===== config.mk =====
export PLATFORM = sky130hd
export DESIGN_NAME = autotest_top
export DESIGN_NICKNAME = d
export VERILOG_FILES = /design/src/design/autotest_pkg.sv /design/src/design/run_if.sv /design/src/design/vector_load_if.sv /design/src/design/autotest_top.sv /design/src/design/record_formatter.sv /design/src/design/test_runner.sv /design/src/design/test_sequencer.sv /design/src/design/vector_store.sv
export VERILOG_INCLUDE_DIRS = /design/src /design/src/design
export SDC_FILE = /design/constraint.sdc
export NUM_CORES = 1
export LEC_CHECK = 0
export ABC_AREA = 1
export BUFFER_PORTS_ARGS = -buffer_cell sky130_fd_sc_hd__buf_2
export CORE_MARGIN = 4
export CORE_UTILIZATION = 43
export CTS_CLUSTER_DIAMETER = 50
export DETAILED_ROUTE_END_ITERATION = 10
export GPL_ROUTABILITY_DRIVEN = 0
export GPL_TIMING_DRIVEN = 0
export SLEW_MARGIN = 20
export SYNTH_ARGS = -nofsm -noshare
export SYNTH_HDL_FRONTEND = slang
export SYNTH_SLANG_ARGS = --single-unit

===== constraint.sdc =====
create_clock -name clk -period 7.8 [get_ports clk]
set_input_delay 1.17 -clock clk [delete_from_list [all_inputs] [get_ports clk]]
set_output_delay 1.17 -clock clk [all_outputs]
set_load 0.02 [all_outputs]

===== src/design/autotest_macros.svh =====
// record layout, SD block, signature and timeout macros
`ifndef AUTOTEST_MACROS_SVH
`define AUTOTEST_MACROS_SVH

// payload sizes in bytes
`define AT_STIM_BYTES 4
`define AT_RESULT_BYTES 4
`define AT_SIG_BYTES 4
`define AT_EXEC_BYTES 8

`define AT_BLOCK_BYTES 512

// byte offsets inside a record
`define AT_STIM_BASE (`AT_SIG_BYTES)
`define AT_EXPECT_BASE (`AT_STIM_BASE + `AT_STIM_BYTES)
`define AT_RESULT_BASE (`AT_EXPECT_BASE + `AT_RESULT_BYTES)
`define AT_EXEC_BASE (`AT_RESULT_BASE + `AT_RESULT_BYTES)

// first block of the session
`define AT_START_BLOCK 32'h100000

`define AT_SIGNATURE 32'hAABBCCDD

// cycles before a silent UUT is given up on
`define AT_TIMEOUT_CYCLES 200

`endif


===== src/design/autotest_pkg.sv =====
// payload types and sequencer state encoding
`include "autotest_macros.svh"

package autotest_pkg;

  typedef logic [31:0] sig_t;
  typedef logic [`AT_STIM_BYTES*8-1:0] stim_t;
  typedef logic [`AT_RESULT_BYTES*8-1:0] result_t;
  typedef logic [63:0] exec_time_t;
  typedef logic [31:0] block_addr_t;
  typedef logic [9:0] byte_num_t;

  typedef enum logic [3:0] {
    S_IDLE,
    S_HOST_RST,
    S_HOST_WAIT,
    S_BLOCK_START,
    S_RD_BLOCK,
    S_RD_BLOCK_WAIT,
    S_RD_BYTE,
    S_RD_BYTE_WAIT,
    S_CHECK,
    S_RUN_START,
    S_RUN_WAIT,
    S_WR_BLOCK,
    S_WR_SETTLE,
    S_WR_BYTE,
    S_WR_BYTE_WAIT,
    S_NEXT_BLOCK
  } seq_state_e;

endpackage


===== src/design/run_if.sv =====
// interface between the sequencer and the test runner
`timescale 1ns/1ps

interface run_if;

  logic start;
  logic done;
  autotest_pkg::exec_time_t exec_time;
  autotest_pkg::result_t captured;

  // sequencer side
  modport ctrl (output start, input done, input exec_time, input captured);

  // runner side
  modport exec (input start, output done, output exec_time, output captured);

endinterface


===== src/design/vector_load_if.sv =====
// interface for the SD read byte stream into the record stores
`timescale 1ns/1ps

interface vector_load_if;

  logic clear;
  logic write;
  autotest_pkg::byte_num_t byte_num;
  logic [7:0] data;

  // sequencer side
  modport feed (output clear, output write, output byte_num, output data);

  // record store side
  modport store (input clear, input write, input byte_num, input data);

endinterface


===== src/design/autotest_top.sv =====
// self-test controller top level, instances and wiring
`timescale 1ns/1ps
`include "autotest_macros.svh"

module autotest_top (
  input  logic clk,
  input  logic rst,
  input  logic start_i,
  output logic idle_o,
  input  logic sd_busy_i,
  output logic sd_rst_o,
  output logic sd_r_block_o,
  output logic sd_r_byte_o,
  output logic sd_w_block_o,
  output logic sd_w_byte_o,
  output autotest_pkg::block_addr_t sd_block_addr_o,
  input  logic [7:0] sd_data_i,
  output logic [7:0] sd_data_o,
  output logic uut_rst_o,
  input  logic uut_end_i,
  input  logic uut_err_i,
  output autotest_pkg::stim_t uut_stim_o,
  input  autotest_pkg::result_t uut_result_i,
  output logic [31:0] error_count_o
);

  autotest_pkg::sig_t signature;
  autotest_pkg::result_t expected;
  autotest_pkg::byte_num_t byte_num;

  vector_load_if u_load ();
  run_if u_run ();

  test_sequencer u_sequencer (
    .clk(clk), .rst(rst), .start_i(start_i), .idle_o(idle_o),
    .sd_busy_i(sd_busy_i), .sd_rst_o(sd_rst_o),
    .sd_r_block_o(sd_r_block_o), .sd_r_byte_o(sd_r_byte_o),
    .sd_w_block_o(sd_w_block_o), .sd_w_byte_o(sd_w_byte_o),
    .sd_block_addr_o(sd_block_addr_o), .sd_data_i(sd_data_i),
    .signature_i(signature), .load(u_load.feed), .run(u_run.ctrl),
    .byte_num_o(byte_num)
  );

  // signature arrives most significant byte first
  vector_store #(.payload_t(autotest_pkg::sig_t), .BASE(0), .MSB_FIRST(1'b1)) u_sig_store (
    .clk(clk), .rst(rst), .load(u_load.store), .value_o(signature)
  );

  vector_store #(.payload_t(autotest_pkg::stim_t), .BASE(`AT_STIM_BASE)) u_stim_store (
    .clk(clk), .rst(rst), .load(u_load.store), .value_o(uut_stim_o)
  );

  vector_store #(.payload_t(autotest_pkg::result_t), .BASE(`AT_EXPECT_BASE)) u_expect_store (
    .clk(clk), .rst(rst), .load(u_load.store), .value_o(expected)
  );

  // a session always opens with the host reset, which clears the error count
  test_runner u_runner (
    .clk(clk), .rst(rst), .clear_errors_i(sd_rst_o), .run(u_run.exec),
    .uut_rst_o(uut_rst_o), .uut_end_i(uut_end_i), .uut_err_i(uut_err_i),
    .uut_result_i(uut_result_i), .expected_i(expected),
    .error_count_o(error_count_o)
  );

  record_formatter u_formatter (
    .clk(clk), .rst(rst), .byte_num_i(byte_num), .signature_i(signature),
    .stim_i(uut_stim_o), .expected_i(expected), .captured_i(u_run.captured),
    .exec_time_i(u_run.exec_time), .data_o(sd_data_o)
  );

endmodule


===== src/design/record_formatter.sv =====
// registered byte selection for the result record write-back
`timescale 1ns/1ps
`include "autotest_macros.svh"

module record_formatter (
  input  logic clk,
  input  logic rst,
  input  autotest_pkg::byte_num_t byte_num_i,
  input  autotest_pkg::sig_t signature_i,
  input  autotest_pkg::stim_t stim_i,
  input  autotest_pkg::result_t expected_i,
  input  autotest_pkg::result_t captured_i,
  input  autotest_pkg::exec_time_t exec_time_i,
  output logic [7:0] data_o
);

  logic [7:0] next_byte;
  logic [7:0] data_q;

  always_comb begin
    // padding past the last field
    next_byte = 8'hFF;
    for (int k = 0; k < `AT_SIG_BYTES; k++) begin
      if (byte_num_i == autotest_pkg::byte_num_t'(k))
        next_byte = signature_i[8*(`AT_SIG_BYTES-1-k) +: 8];
    end
    for (int k = 0; k < `AT_STIM_BYTES; k++) begin
      if (byte_num_i == autotest_pkg::byte_num_t'(`AT_STIM_BASE + k))
        next_byte = stim_i[8*k +: 8];
    end
    for (int k = 0; k < `AT_RESULT_BYTES; k++) begin
      if (byte_num_i == autotest_pkg::byte_num_t'(`AT_EXPECT_BASE + k))
        next_byte = expected_i[8*k +: 8];
      if (byte_num_i == autotest_pkg::byte_num_t'(`AT_RESULT_BASE + k))
        next_byte = captured_i[8*k +: 8];
    end
    for (int k = 0; k < `AT_EXEC_BYTES; k++) begin
      if (byte_num_i == autotest_pkg::byte_num_t'(`AT_EXEC_BASE + k))
        next_byte = exec_time_i[8*k +: 8];
    end
  end

  always_ff @(posedge clk) begin
    if (rst) data_q <= 8'hFF;
    else data_q <= next_byte;
  end

  assign data_o = data_q;

endmodule


===== src/design/test_runner.sv =====
// UUT reset control, execution timer, result capture and error counter
`timescale 1ns/1ps
`include "autotest_macros.svh"

module test_runner (
  input  logic clk,
  input  logic rst,
  input  logic clear_errors_i,
  run_if.exec run,
  output logic uut_rst_o,
  input  logic uut_end_i,
  input  logic uut_err_i,
  input  autotest_pkg::result_t uut_result_i,
  input  autotest_pkg::result_t expected_i,
  output logic [31:0] error_count_o
);

  logic running_q;
  logic done_q;
  logic run_end;
  logic mismatch;
  autotest_pkg::exec_time_t exec_time_q;
  autotest_pkg::result_t captured_q;
  logic [31:0] error_count_q;

  // UUT finished, flagged an error, or ran out of time
  assign run_end = uut_end_i || uut_err_i ||
                   (exec_time_q == autotest_pkg::exec_time_t'(`AT_TIMEOUT_CYCLES));
  assign mismatch = (uut_result_i != expected_i) || uut_err_i;

  always_ff @(posedge clk) begin
    if (rst) begin
      running_q <= 1'b0;
      done_q <= 1'b0;
    end else begin
      done_q <= 1'b0;
      if (run.start) begin
        running_q <= 1'b1;
      end else if (running_q && run_end) begin
        running_q <= 1'b0;
        done_q <= 1'b1;
      end
    end
  end

  always_ff @(posedge clk) begin
    if (run.start) begin
      exec_time_q <= '0;
    end else if (running_q) begin
      if (run_end) captured_q <= uut_result_i;
      else exec_time_q <= exec_time_q + 64'd1;
    end
  end

  always_ff @(posedge clk) begin
    if (rst || clear_errors_i) error_count_q <= '0;
    else if (running_q && run_end && mismatch) error_count_q <= error_count_q + 32'd1;
  end

  // held in reset outside a run
  assign uut_rst_o = !running_q;
  assign run.done = done_q;
  assign run.exec_time = exec_time_q;
  assign run.captured = captured_q;
  assign error_count_o = error_count_q;

endmodule


===== src/design/test_sequencer.sv =====
// session FSM with block and byte counters and SD command strobes
`timescale 1ns/1ps
`include "autotest_macros.svh"

module test_sequencer (
  input  logic clk,
  input  logic rst,
  input  logic start_i,
  output logic idle_o,
  input  logic sd_busy_i,
  output logic sd_rst_o,
  output logic sd_r_block_o,
  output logic sd_r_byte_o,
  output logic sd_w_block_o,
  output logic sd_w_byte_o,
  output autotest_pkg::block_addr_t sd_block_addr_o,
  input  logic [7:0] sd_data_i,
  input  autotest_pkg::sig_t signature_i,
  vector_load_if.feed load,
  run_if.ctrl run,
  output autotest_pkg::byte_num_t byte_num_o
);

  localparam autotest_pkg::byte_num_t LAST_BYTE =
    autotest_pkg::byte_num_t'(`AT_BLOCK_BYTES - 1);

  autotest_pkg::seq_state_e state_q;
  autotest_pkg::seq_state_e state_d;
  autotest_pkg::block_addr_t block_addr_q;
  autotest_pkg::byte_num_t byte_cnt_q;
  logic byte_zero;
  logic byte_inc;
  logic addr_load;
  logic addr_inc;

  always_comb begin
    state_d = state_q;
    byte_zero = 1'b0;
    byte_inc = 1'b0;
    addr_load = 1'b0;
    addr_inc = 1'b0;
    sd_rst_o = 1'b0;
    sd_r_block_o = 1'b0;
    sd_r_byte_o = 1'b0;
    sd_w_block_o = 1'b0;
    sd_w_byte_o = 1'b0;
    load.clear = 1'b0;
    load.write = 1'b0;
    run.start = 1'b0;
    case (state_q)
      autotest_pkg::S_IDLE: begin
        if (start_i) begin
          addr_load = 1'b1;
          state_d = autotest_pkg::S_HOST_RST;
        end
      end
      autotest_pkg::S_HOST_RST: begin
        sd_rst_o = 1'b1;
        if (sd_busy_i) state_d = autotest_pkg::S_HOST_WAIT;
      end
      autotest_pkg::S_HOST_WAIT: begin
        if (!sd_busy_i) state_d = autotest_pkg::S_BLOCK_START;
      end
      autotest_pkg::S_BLOCK_START: begin
        load.clear = 1'b1;
        byte_zero = 1'b1;
        state_d = autotest_pkg::S_RD_BLOCK;
      end
      autotest_pkg::S_RD_BLOCK: begin
        sd_r_block_o = 1'b1;
        if (sd_busy_i) state_d = autotest_pkg::S_RD_BLOCK_WAIT;
      end
      autotest_pkg::S_RD_BLOCK_WAIT: begin
        sd_r_block_o = 1'b1;
        if (!sd_busy_i) state_d = autotest_pkg::S_RD_BYTE;
      end
      autotest_pkg::S_RD_BYTE: begin
        sd_r_block_o = 1'b1;
        sd_r_byte_o = 1'b1;
        if (sd_busy_i) state_d = autotest_pkg::S_RD_BYTE_WAIT;
      end
      autotest_pkg::S_RD_BYTE_WAIT: begin
        sd_r_block_o = 1'b1;
        if (!sd_busy_i) begin
          // byte on sd_data_i is valid now
          load.write = 1'b1;
          byte_inc = 1'b1;
          state_d = (byte_cnt_q == LAST_BYTE) ? autotest_pkg::S_CHECK :
                                                autotest_pkg::S_RD_BYTE;
        end
      end
      autotest_pkg::S_CHECK: begin
        state_d = (signature_i == `AT_SIGNATURE) ? autotest_pkg::S_RUN_START :
                                                   autotest_pkg::S_IDLE;
      end
      autotest_pkg::S_RUN_START: begin
        run.start = 1'b1;
        state_d = autotest_pkg::S_RUN_WAIT;
      end
      autotest_pkg::S_RUN_WAIT: begin
        if (run.done) begin
          byte_zero = 1'b1;
          state_d = autotest_pkg::S_WR_BLOCK;
        end
      end
      autotest_pkg::S_WR_BLOCK: begin
        sd_w_block_o = 1'b1;
        if (!sd_busy_i) state_d = autotest_pkg::S_WR_BYTE;
      end
      autotest_pkg::S_WR_SETTLE: begin
        // formatter output catches up with the new byte number
        sd_w_block_o = 1'b1;
        state_d = autotest_pkg::S_WR_BYTE;
      end
      autotest_pkg::S_WR_BYTE: begin
        sd_w_block_o = 1'b1;
        sd_w_byte_o = 1'b1;
        if (sd_busy_i) state_d = autotest_pkg::S_WR_BYTE_WAIT;
      end
      autotest_pkg::S_WR_BYTE_WAIT: begin
        sd_w_block_o = 1'b1;
        if (!sd_busy_i) begin
          if (byte_cnt_q == LAST_BYTE) begin
            state_d = autotest_pkg::S_NEXT_BLOCK;
          end else begin
            byte_inc = 1'b1;
            state_d = autotest_pkg::S_WR_SETTLE;
          end
        end
      end
      autotest_pkg::S_NEXT_BLOCK: begin
        addr_inc = 1'b1;
        state_d = autotest_pkg::S_BLOCK_START;
      end
      default: state_d = autotest_pkg::S_IDLE;
    endcase
  end

  always_ff @(posedge clk) begin
    if (rst) begin
      state_q <= autotest_pkg::S_IDLE;
      block_addr_q <= `AT_START_BLOCK;
      byte_cnt_q <= '0;
    end else begin
      state_q <= state_d;
      if (addr_load) block_addr_q <= `AT_START_BLOCK;
      else if (addr_inc) block_addr_q <= block_addr_q + 32'd1;
      if (byte_zero) byte_cnt_q <= '0;
      else if (byte_inc) byte_cnt_q <= byte_cnt_q + 10'd1;
    end
  end

  assign idle_o = (state_q == autotest_pkg::S_IDLE);
  assign sd_block_addr_o = block_addr_q;
  assign byte_num_o = byte_cnt_q;
  assign load.byte_num = byte_cnt_q;
  assign load.data = sd_data_i;

endmodule


===== src/design/vector_store.sv =====
// byte-lane register filled from the SD read stream
`timescale 1ns/1ps

module vector_store #(
  parameter type payload_t = logic [31:0],
  parameter int BASE = 0,
  parameter bit MSB_FIRST = 1'b0
) (
  input  logic clk,
  input  logic rst,
  vector_load_if.store load,
  output payload_t value_o
);

  localparam int LANES = $bits(payload_t) / 8;

  payload_t value_q;

  always_ff @(posedge clk) begin
    if (rst || load.clear) begin
      value_q <= '0;
    end else if (load.write) begin
      for (int k = 0; k < LANES; k++) begin
        // byte BASE+k lands in lane k, or the mirrored lane
        if (load.byte_num == autotest_pkg::byte_num_t'(BASE + k)) begin
          value_q[8*(MSB_FIRST ? LANES-1-k : k) +: 8] <= load.data;
        end
      end
    end
  end

  assign value_o = value_q;

endmodule


# Word level (Yosys, flattened, before mapping)
# Cells that the tools add are included.
# op_classes
n_reduce_logical	31
bitwise_logic	2
addsub	4
n_eq_ne	53
n_mux	59
# op_table
op	count
$mux 8	24
$eq 10x4->1 const B	8
$eq 10x5->1 const B	8
$add 32x1->32 const B	2
$add 64x1->64 const B	1
$eq 64x8->1 const B	1
$pmux 4 s16	1
$mux 4	13
$eq 10x3->1 const B	4
$eq 32x32->1 const B	1
$eq 4x4->1 const B	8
$ne 32x32->1	1
$reduce_and 2->1	13
$eq 10x2->1 const B	2
$ne 2x2->1 const B	10
$mux 1	18
$eq 4x3->1 const B	4
$reduce_and 11->1	1
$add 10x1->10 const B	1
$eq 10x1->1 const B	1
$eq 10x9->1 const B	1
$logic_not 10->1	1
$eq 4x2->1 const B	2
$reduce_or 4->1	2
12 further kinds	21
# word_totals
inputBits	46
regBits	280

# Longest topological paths before layout
# logic_depth
ltp_word	25
ltp_mapped	33
mapped_depth_nobuf	33

# By module
# From an unflattened synthesis, not the netlist that was laid out.
# unflattened
hier_cells	2926
area_unflattened_um2	18001.0
# modules_own_cells
mod	area_each_um2	instances	cells_per_inst
test_runner	8139.1	1	1341
test_sequencer	3104.2	1	508
vector_store at u_expect_store ...	1438.9	2	197
record_formatter	2453.6	1	487
vector_store at u_sig_store	1426.4	1	196

# Least setup slack after synthesis
# Ideal clock, no wire load.
# synth_timing
kind	input to register
start	input port uut_err_i
end	register u_runner.exec_time_q[40] (netlist: u_runner.run.exec_time[40])
setup_slack_ps	4552
t_arrival_ps	3132
required_time_ps	7684
cell_stages	16
path_cell_list	nor2_1 -> o21ai_2 -> nor2_4 -> inv_2 -> nor3_2 -> nand2_1 -> nor2_1 -> nand2_1 -> nor2_1 -> nand3_1 -> nor2_1 -> nand3_1 -> nor3_1 -> nand3_1 -> o21ai_0 -> nor2_1
# synth_between
elab_chain_cells	4
# synth_lines
item	line	source
start, declared	autotest_top.sv:21	input logic uut_err_i,
$logic_or 1x1->1 (2 in a row)	test_runner.sv:27	assign run_end = uut_end_i || uut_err_i ||
$not 1->1 (no source line)	--	
$reduce_and 2->1 (no source line)	--	
end signal, assigned	test_runner.sv:51	else exec_time_q <= exec_time_q + 64'd1;
end, declared	test_runner.sv:22	autotest_pkg::exec_time_t exec_time_q;
# No other way between the ends.
# A chain may end at the register's enable or synchronous reset.

# Final worst setup path
# Same ends and word-level chain as after synthesis.

==> impl_metrics.json <==
{
  "place_ws_ns": 3.391,
  "hold_start": "u_runner.run.exec_time[27]",
  "synth-compound-area-share_pct": 16.73,
  "antenna_found_initial": 0,
  "ir_drop_uv": 154.2,
  "setup_viol": 0,
  "cts.repair.resized": 0,
  "cts_made_buffers": 38,
  "final_util_pct": 51.92,
  "fin_crit_ns": 3.945,
  "p_leak_uw": 0.006899,
  "dp_cells": 2780,
  "yosys.cell_types.count": 53,
  "synth-main-ff-cell": "dfxtp_1",
  "synth_nets": 2230,
  "r2r_end": "u_runner.run.exec_time[40]",
  "syn_to_final_growth_pct": 17.97,
  "tightestPinTransition_ns": 1.038,
  "power.density_nw_per_um2": 199.8,
  "io-pin-count": 157,
  "grt_first_pass_wirelength_um": 74200,
  "clkTransAtPathRegs_ns": 0.06,
  "cts_max_path_buffers": 3,
  "drt_wl_total_um": 47240,
  "grt_util_met3_pct": 3.771,
  "numPortBuffers": 155,
  "synth-edff-count": 32,
  "final_cell_mix": "nand2_1, inv_1, dfxtp_1, nor2_1, a21oi_1",
  "cts_tree": "yes",
  "routed_via_density": 5.334,
  "fmax_mhz": 253.5,
  "syn_avg_cell_area_um2": 6.849,
  "drt_iter0_markers": 1072,
  "nets": 2426,
  "synth-simple-area-share_pct": 31.41,
  "top_usage_layer": "met2",
  "fillCellCount": 3486,
  "synth.yosys.warnings": 0,
  "drv_slew": 0,
  "hold_viol_final": 0,
  "met2_usage_pct": 38.27,
  "synthCells": 2176,
  "end_kind": "flop",
  "min_path_cells": 1,
  "worstReg2RegStart": "u_runner.run.exec_time[0]",
  "crit_arrival_ns": 4.35,
  "status": "finished clean",
  "core_um2": 33870,
  "rsz0062_at_grt": "no",
  "cts_sinks": 280,
  "die_area_um2": 37700,
  "dr.pass1.iters": 5,
  "vias": 15200,
  "track_usage_pct": 23.71,
  "avgRoutedWirePerCell_um": 16.58,
  "async_reset_ff_share_pct": 0,
  "initial_core_util_pct": 44.01,
  "mostFrequentLayoutCell": "nand2_1",
  "fin_cells": 2849,
  "synth_seq_cells": 280,
  "drive_gt1_share_pct": 13.33,
  "met1_usage_pct": 32.89,
  "timing.final.crit_share_pct": 50.58,
  "synth_top_family_by_area": "simple AND/OR/NAND/NOR gates",
  "synth-xor-area-share_pct": 1.880,
  "tns_ns": 0,
  "worstPathMaxFanout": 7,
  "postCtsSetupRepairBufs": 0,
  "hp-class": "flop to flop",
  "start_kind": "input port",
  "core.rowCount": 67,
  "htreeDepth": 2,
  "cts_root_buf": "clkbuf_16",
  "synthMuxAreaShare_pct": 0,
  "hold_end": "u_runner.run.exec_time[27]",
  "place_area_um2": 16270,
  "cap_viol_max_count": 0,
  "yosysSeqAreaShare_pct": 39.76,
  "grt_max_degree": 25,
  "grt-ovfl-total": 0,
  "clock-skew-final_ns": 0.02184,
  "synthAdderAreaFrac_pct": 0.6716,
  "fin_area_um2": 17580,
  "place_hpwl_um": 35660,
  "rr_worst_depth": 20,
  "die_w_um": 194.2,
  "grt_pass1_vias": 14000,
  "final_antenna_net_count": 0,
  "synth_area_um2": 14900,
  "fp.dieH_um": 194.2,
  "clk_latency_ns": 0.54,
  "ctsHoldBuffers": 0,
  "worst_slack_ns": 3.855,
  "antenna_cells": 0,
  "reg2reg_slack_ns": 3.88,
  "relSlewSlack_pct": 30.83,
  "crit_type": "input port to flop",
  "required_ns": 8.21,
  "drc_errors": 0
}
-- state kept, by name, summed over array words and instances, names as in the netlist, 4 cells and up --
signal                       count
u_runner.run.exec_time          64
u_expect_store.value_o          32
u_runner.error_count_o          32
u_runner.run.captured           32
u_sequencer.sd_block_addr_o     32
u_sig_store.value_o             32
u_stim_store.value_o            32
u_sequencer.byte_num_o          10
u_formatter.data_o               8
u_sequencer.state_q              4
-- worst max-delay path: stages --
cell     delay [ns]
buf_2          0.11
nor2_1         0.28
o21ai_2        0.14
nor2_4         0.21
inv_2          0.12
nor3_2         0.15
nand2_1        0.12
nor2_1         0.18
nand2_1        0.12
nor2_1         0.21
nand3_1        0.12
nor2_1         0.25
nand3_1        0.21
nor3_1         0.49
nand3_1        0.22
o21ai_0        0.21
nor2_1         0.05
-- cell type report --
cell class	instances	area (µm²)	share of cell area [%]
Timing Repair Buffer	156	795.8	4.526
Sequential cell	280	5926	33.70
Inverter	334	1255	7.137
Clock inverter	17	229.0	1.302
Tap cell	448	560.5	3.188
Multi-Input combinational cell	1517	7574	43.07
Clock buffer	52	1075	6.113
Buffer	45	168.9	0.9606
-- Yosys cell counts, types with 4 or more instances --
cell type	count	area share (%)
nand2_1	457	12
inv_1	285	7.2
dfxtp_1	248	33
nor2_1	198	5.0
a21oi_1	189	6.3
o21ai_0	187	6.3
nand3_1	90	3.0
nor3_1	70	2.4
nor4_1	60	2.5
clkbuf_1	45	1.1
nand4_1	45	1.9
inv_2	36	0.91
edfxtp_1	32	6.4
a211oi_1	28	1.4
or2_2	28	1.2
xor2_1	23	1.4
nor3b_1	18	0.91
o21a_1	17	0.86
clkinv_1	12	0.30
o21ai_1	12	0.40
nor2_2	10	0.42
xnor2_1	9	0.53
ha_1	8	0.67
nand3_2	6	0.40
nor2_4	5	0.38
nor3_2	5	0.34
o21bai_1	5	0.25
o22ai_1	5	0.21
a31oi_1	4	0.17
nand3b_1	4	0.20
or2_0	4	0.17
or4_1	4	0.20
-- worst max-delay path by stage --
stage / from / endpoint / slack, ns / cells past startpoint
floorplan: uut_err_i / u_runner.run.exec_time[40] / 4.55 / 16
global placement: u_runner.run.exec_time[0] / u_runner.run.captured[7] / 3.41 / 8
CTS: uut_err_i / u_runner.run.exec_time[40] / 3.92 / 17
detailed placement: uut_err_i / u_runner.run.exec_time[40] / 3.39 / 17
global route: uut_err_i / u_runner.run.exec_time[40] / 3.59 / 17
finish: uut_err_i / u_runner.run.exec_time[40] / 3.85 / 17
-- routing by layer --
layer	part of all wire, %	routed length, µm
met2	45	21430
met5	0	0
met4	2.7	1299
met1	46	21510
met3	6.4	3000
-- power breakdown --
part | leakage [µW] | switching (µW) | internal, µW
clock | 0.000627 | 666 | 1130
sequential | 0.00229 | 8.77 | 1460
combinational | 0.00398 | 173 | 66.7
-- cells by family (layout without fill, tap and decap cells) --
group / count (synthesis) / count (layout)
flops: 280 / 280
fa+ha+maj: 8 / 8
xor+xnor: 32 / 32
simple gates: 1017 / 1017
buf+inv: 379 / 604
compound gates: 460 / 460
-- through the flow --
| step | hold WS, ns | total power (µW) |
|---|---|---|
| after floorplan | 0.4423 | 1654 |
| after global placement | 0.4583 | 1743 |
| after detailed placement | 0.4766 | 1745 |
| after CTS | 0.4849 | 3547 |
| after global routing | 0.4999 | 3635 |
| final | 0.4859 | 3514 |
(Power assumes the default switching activity.)
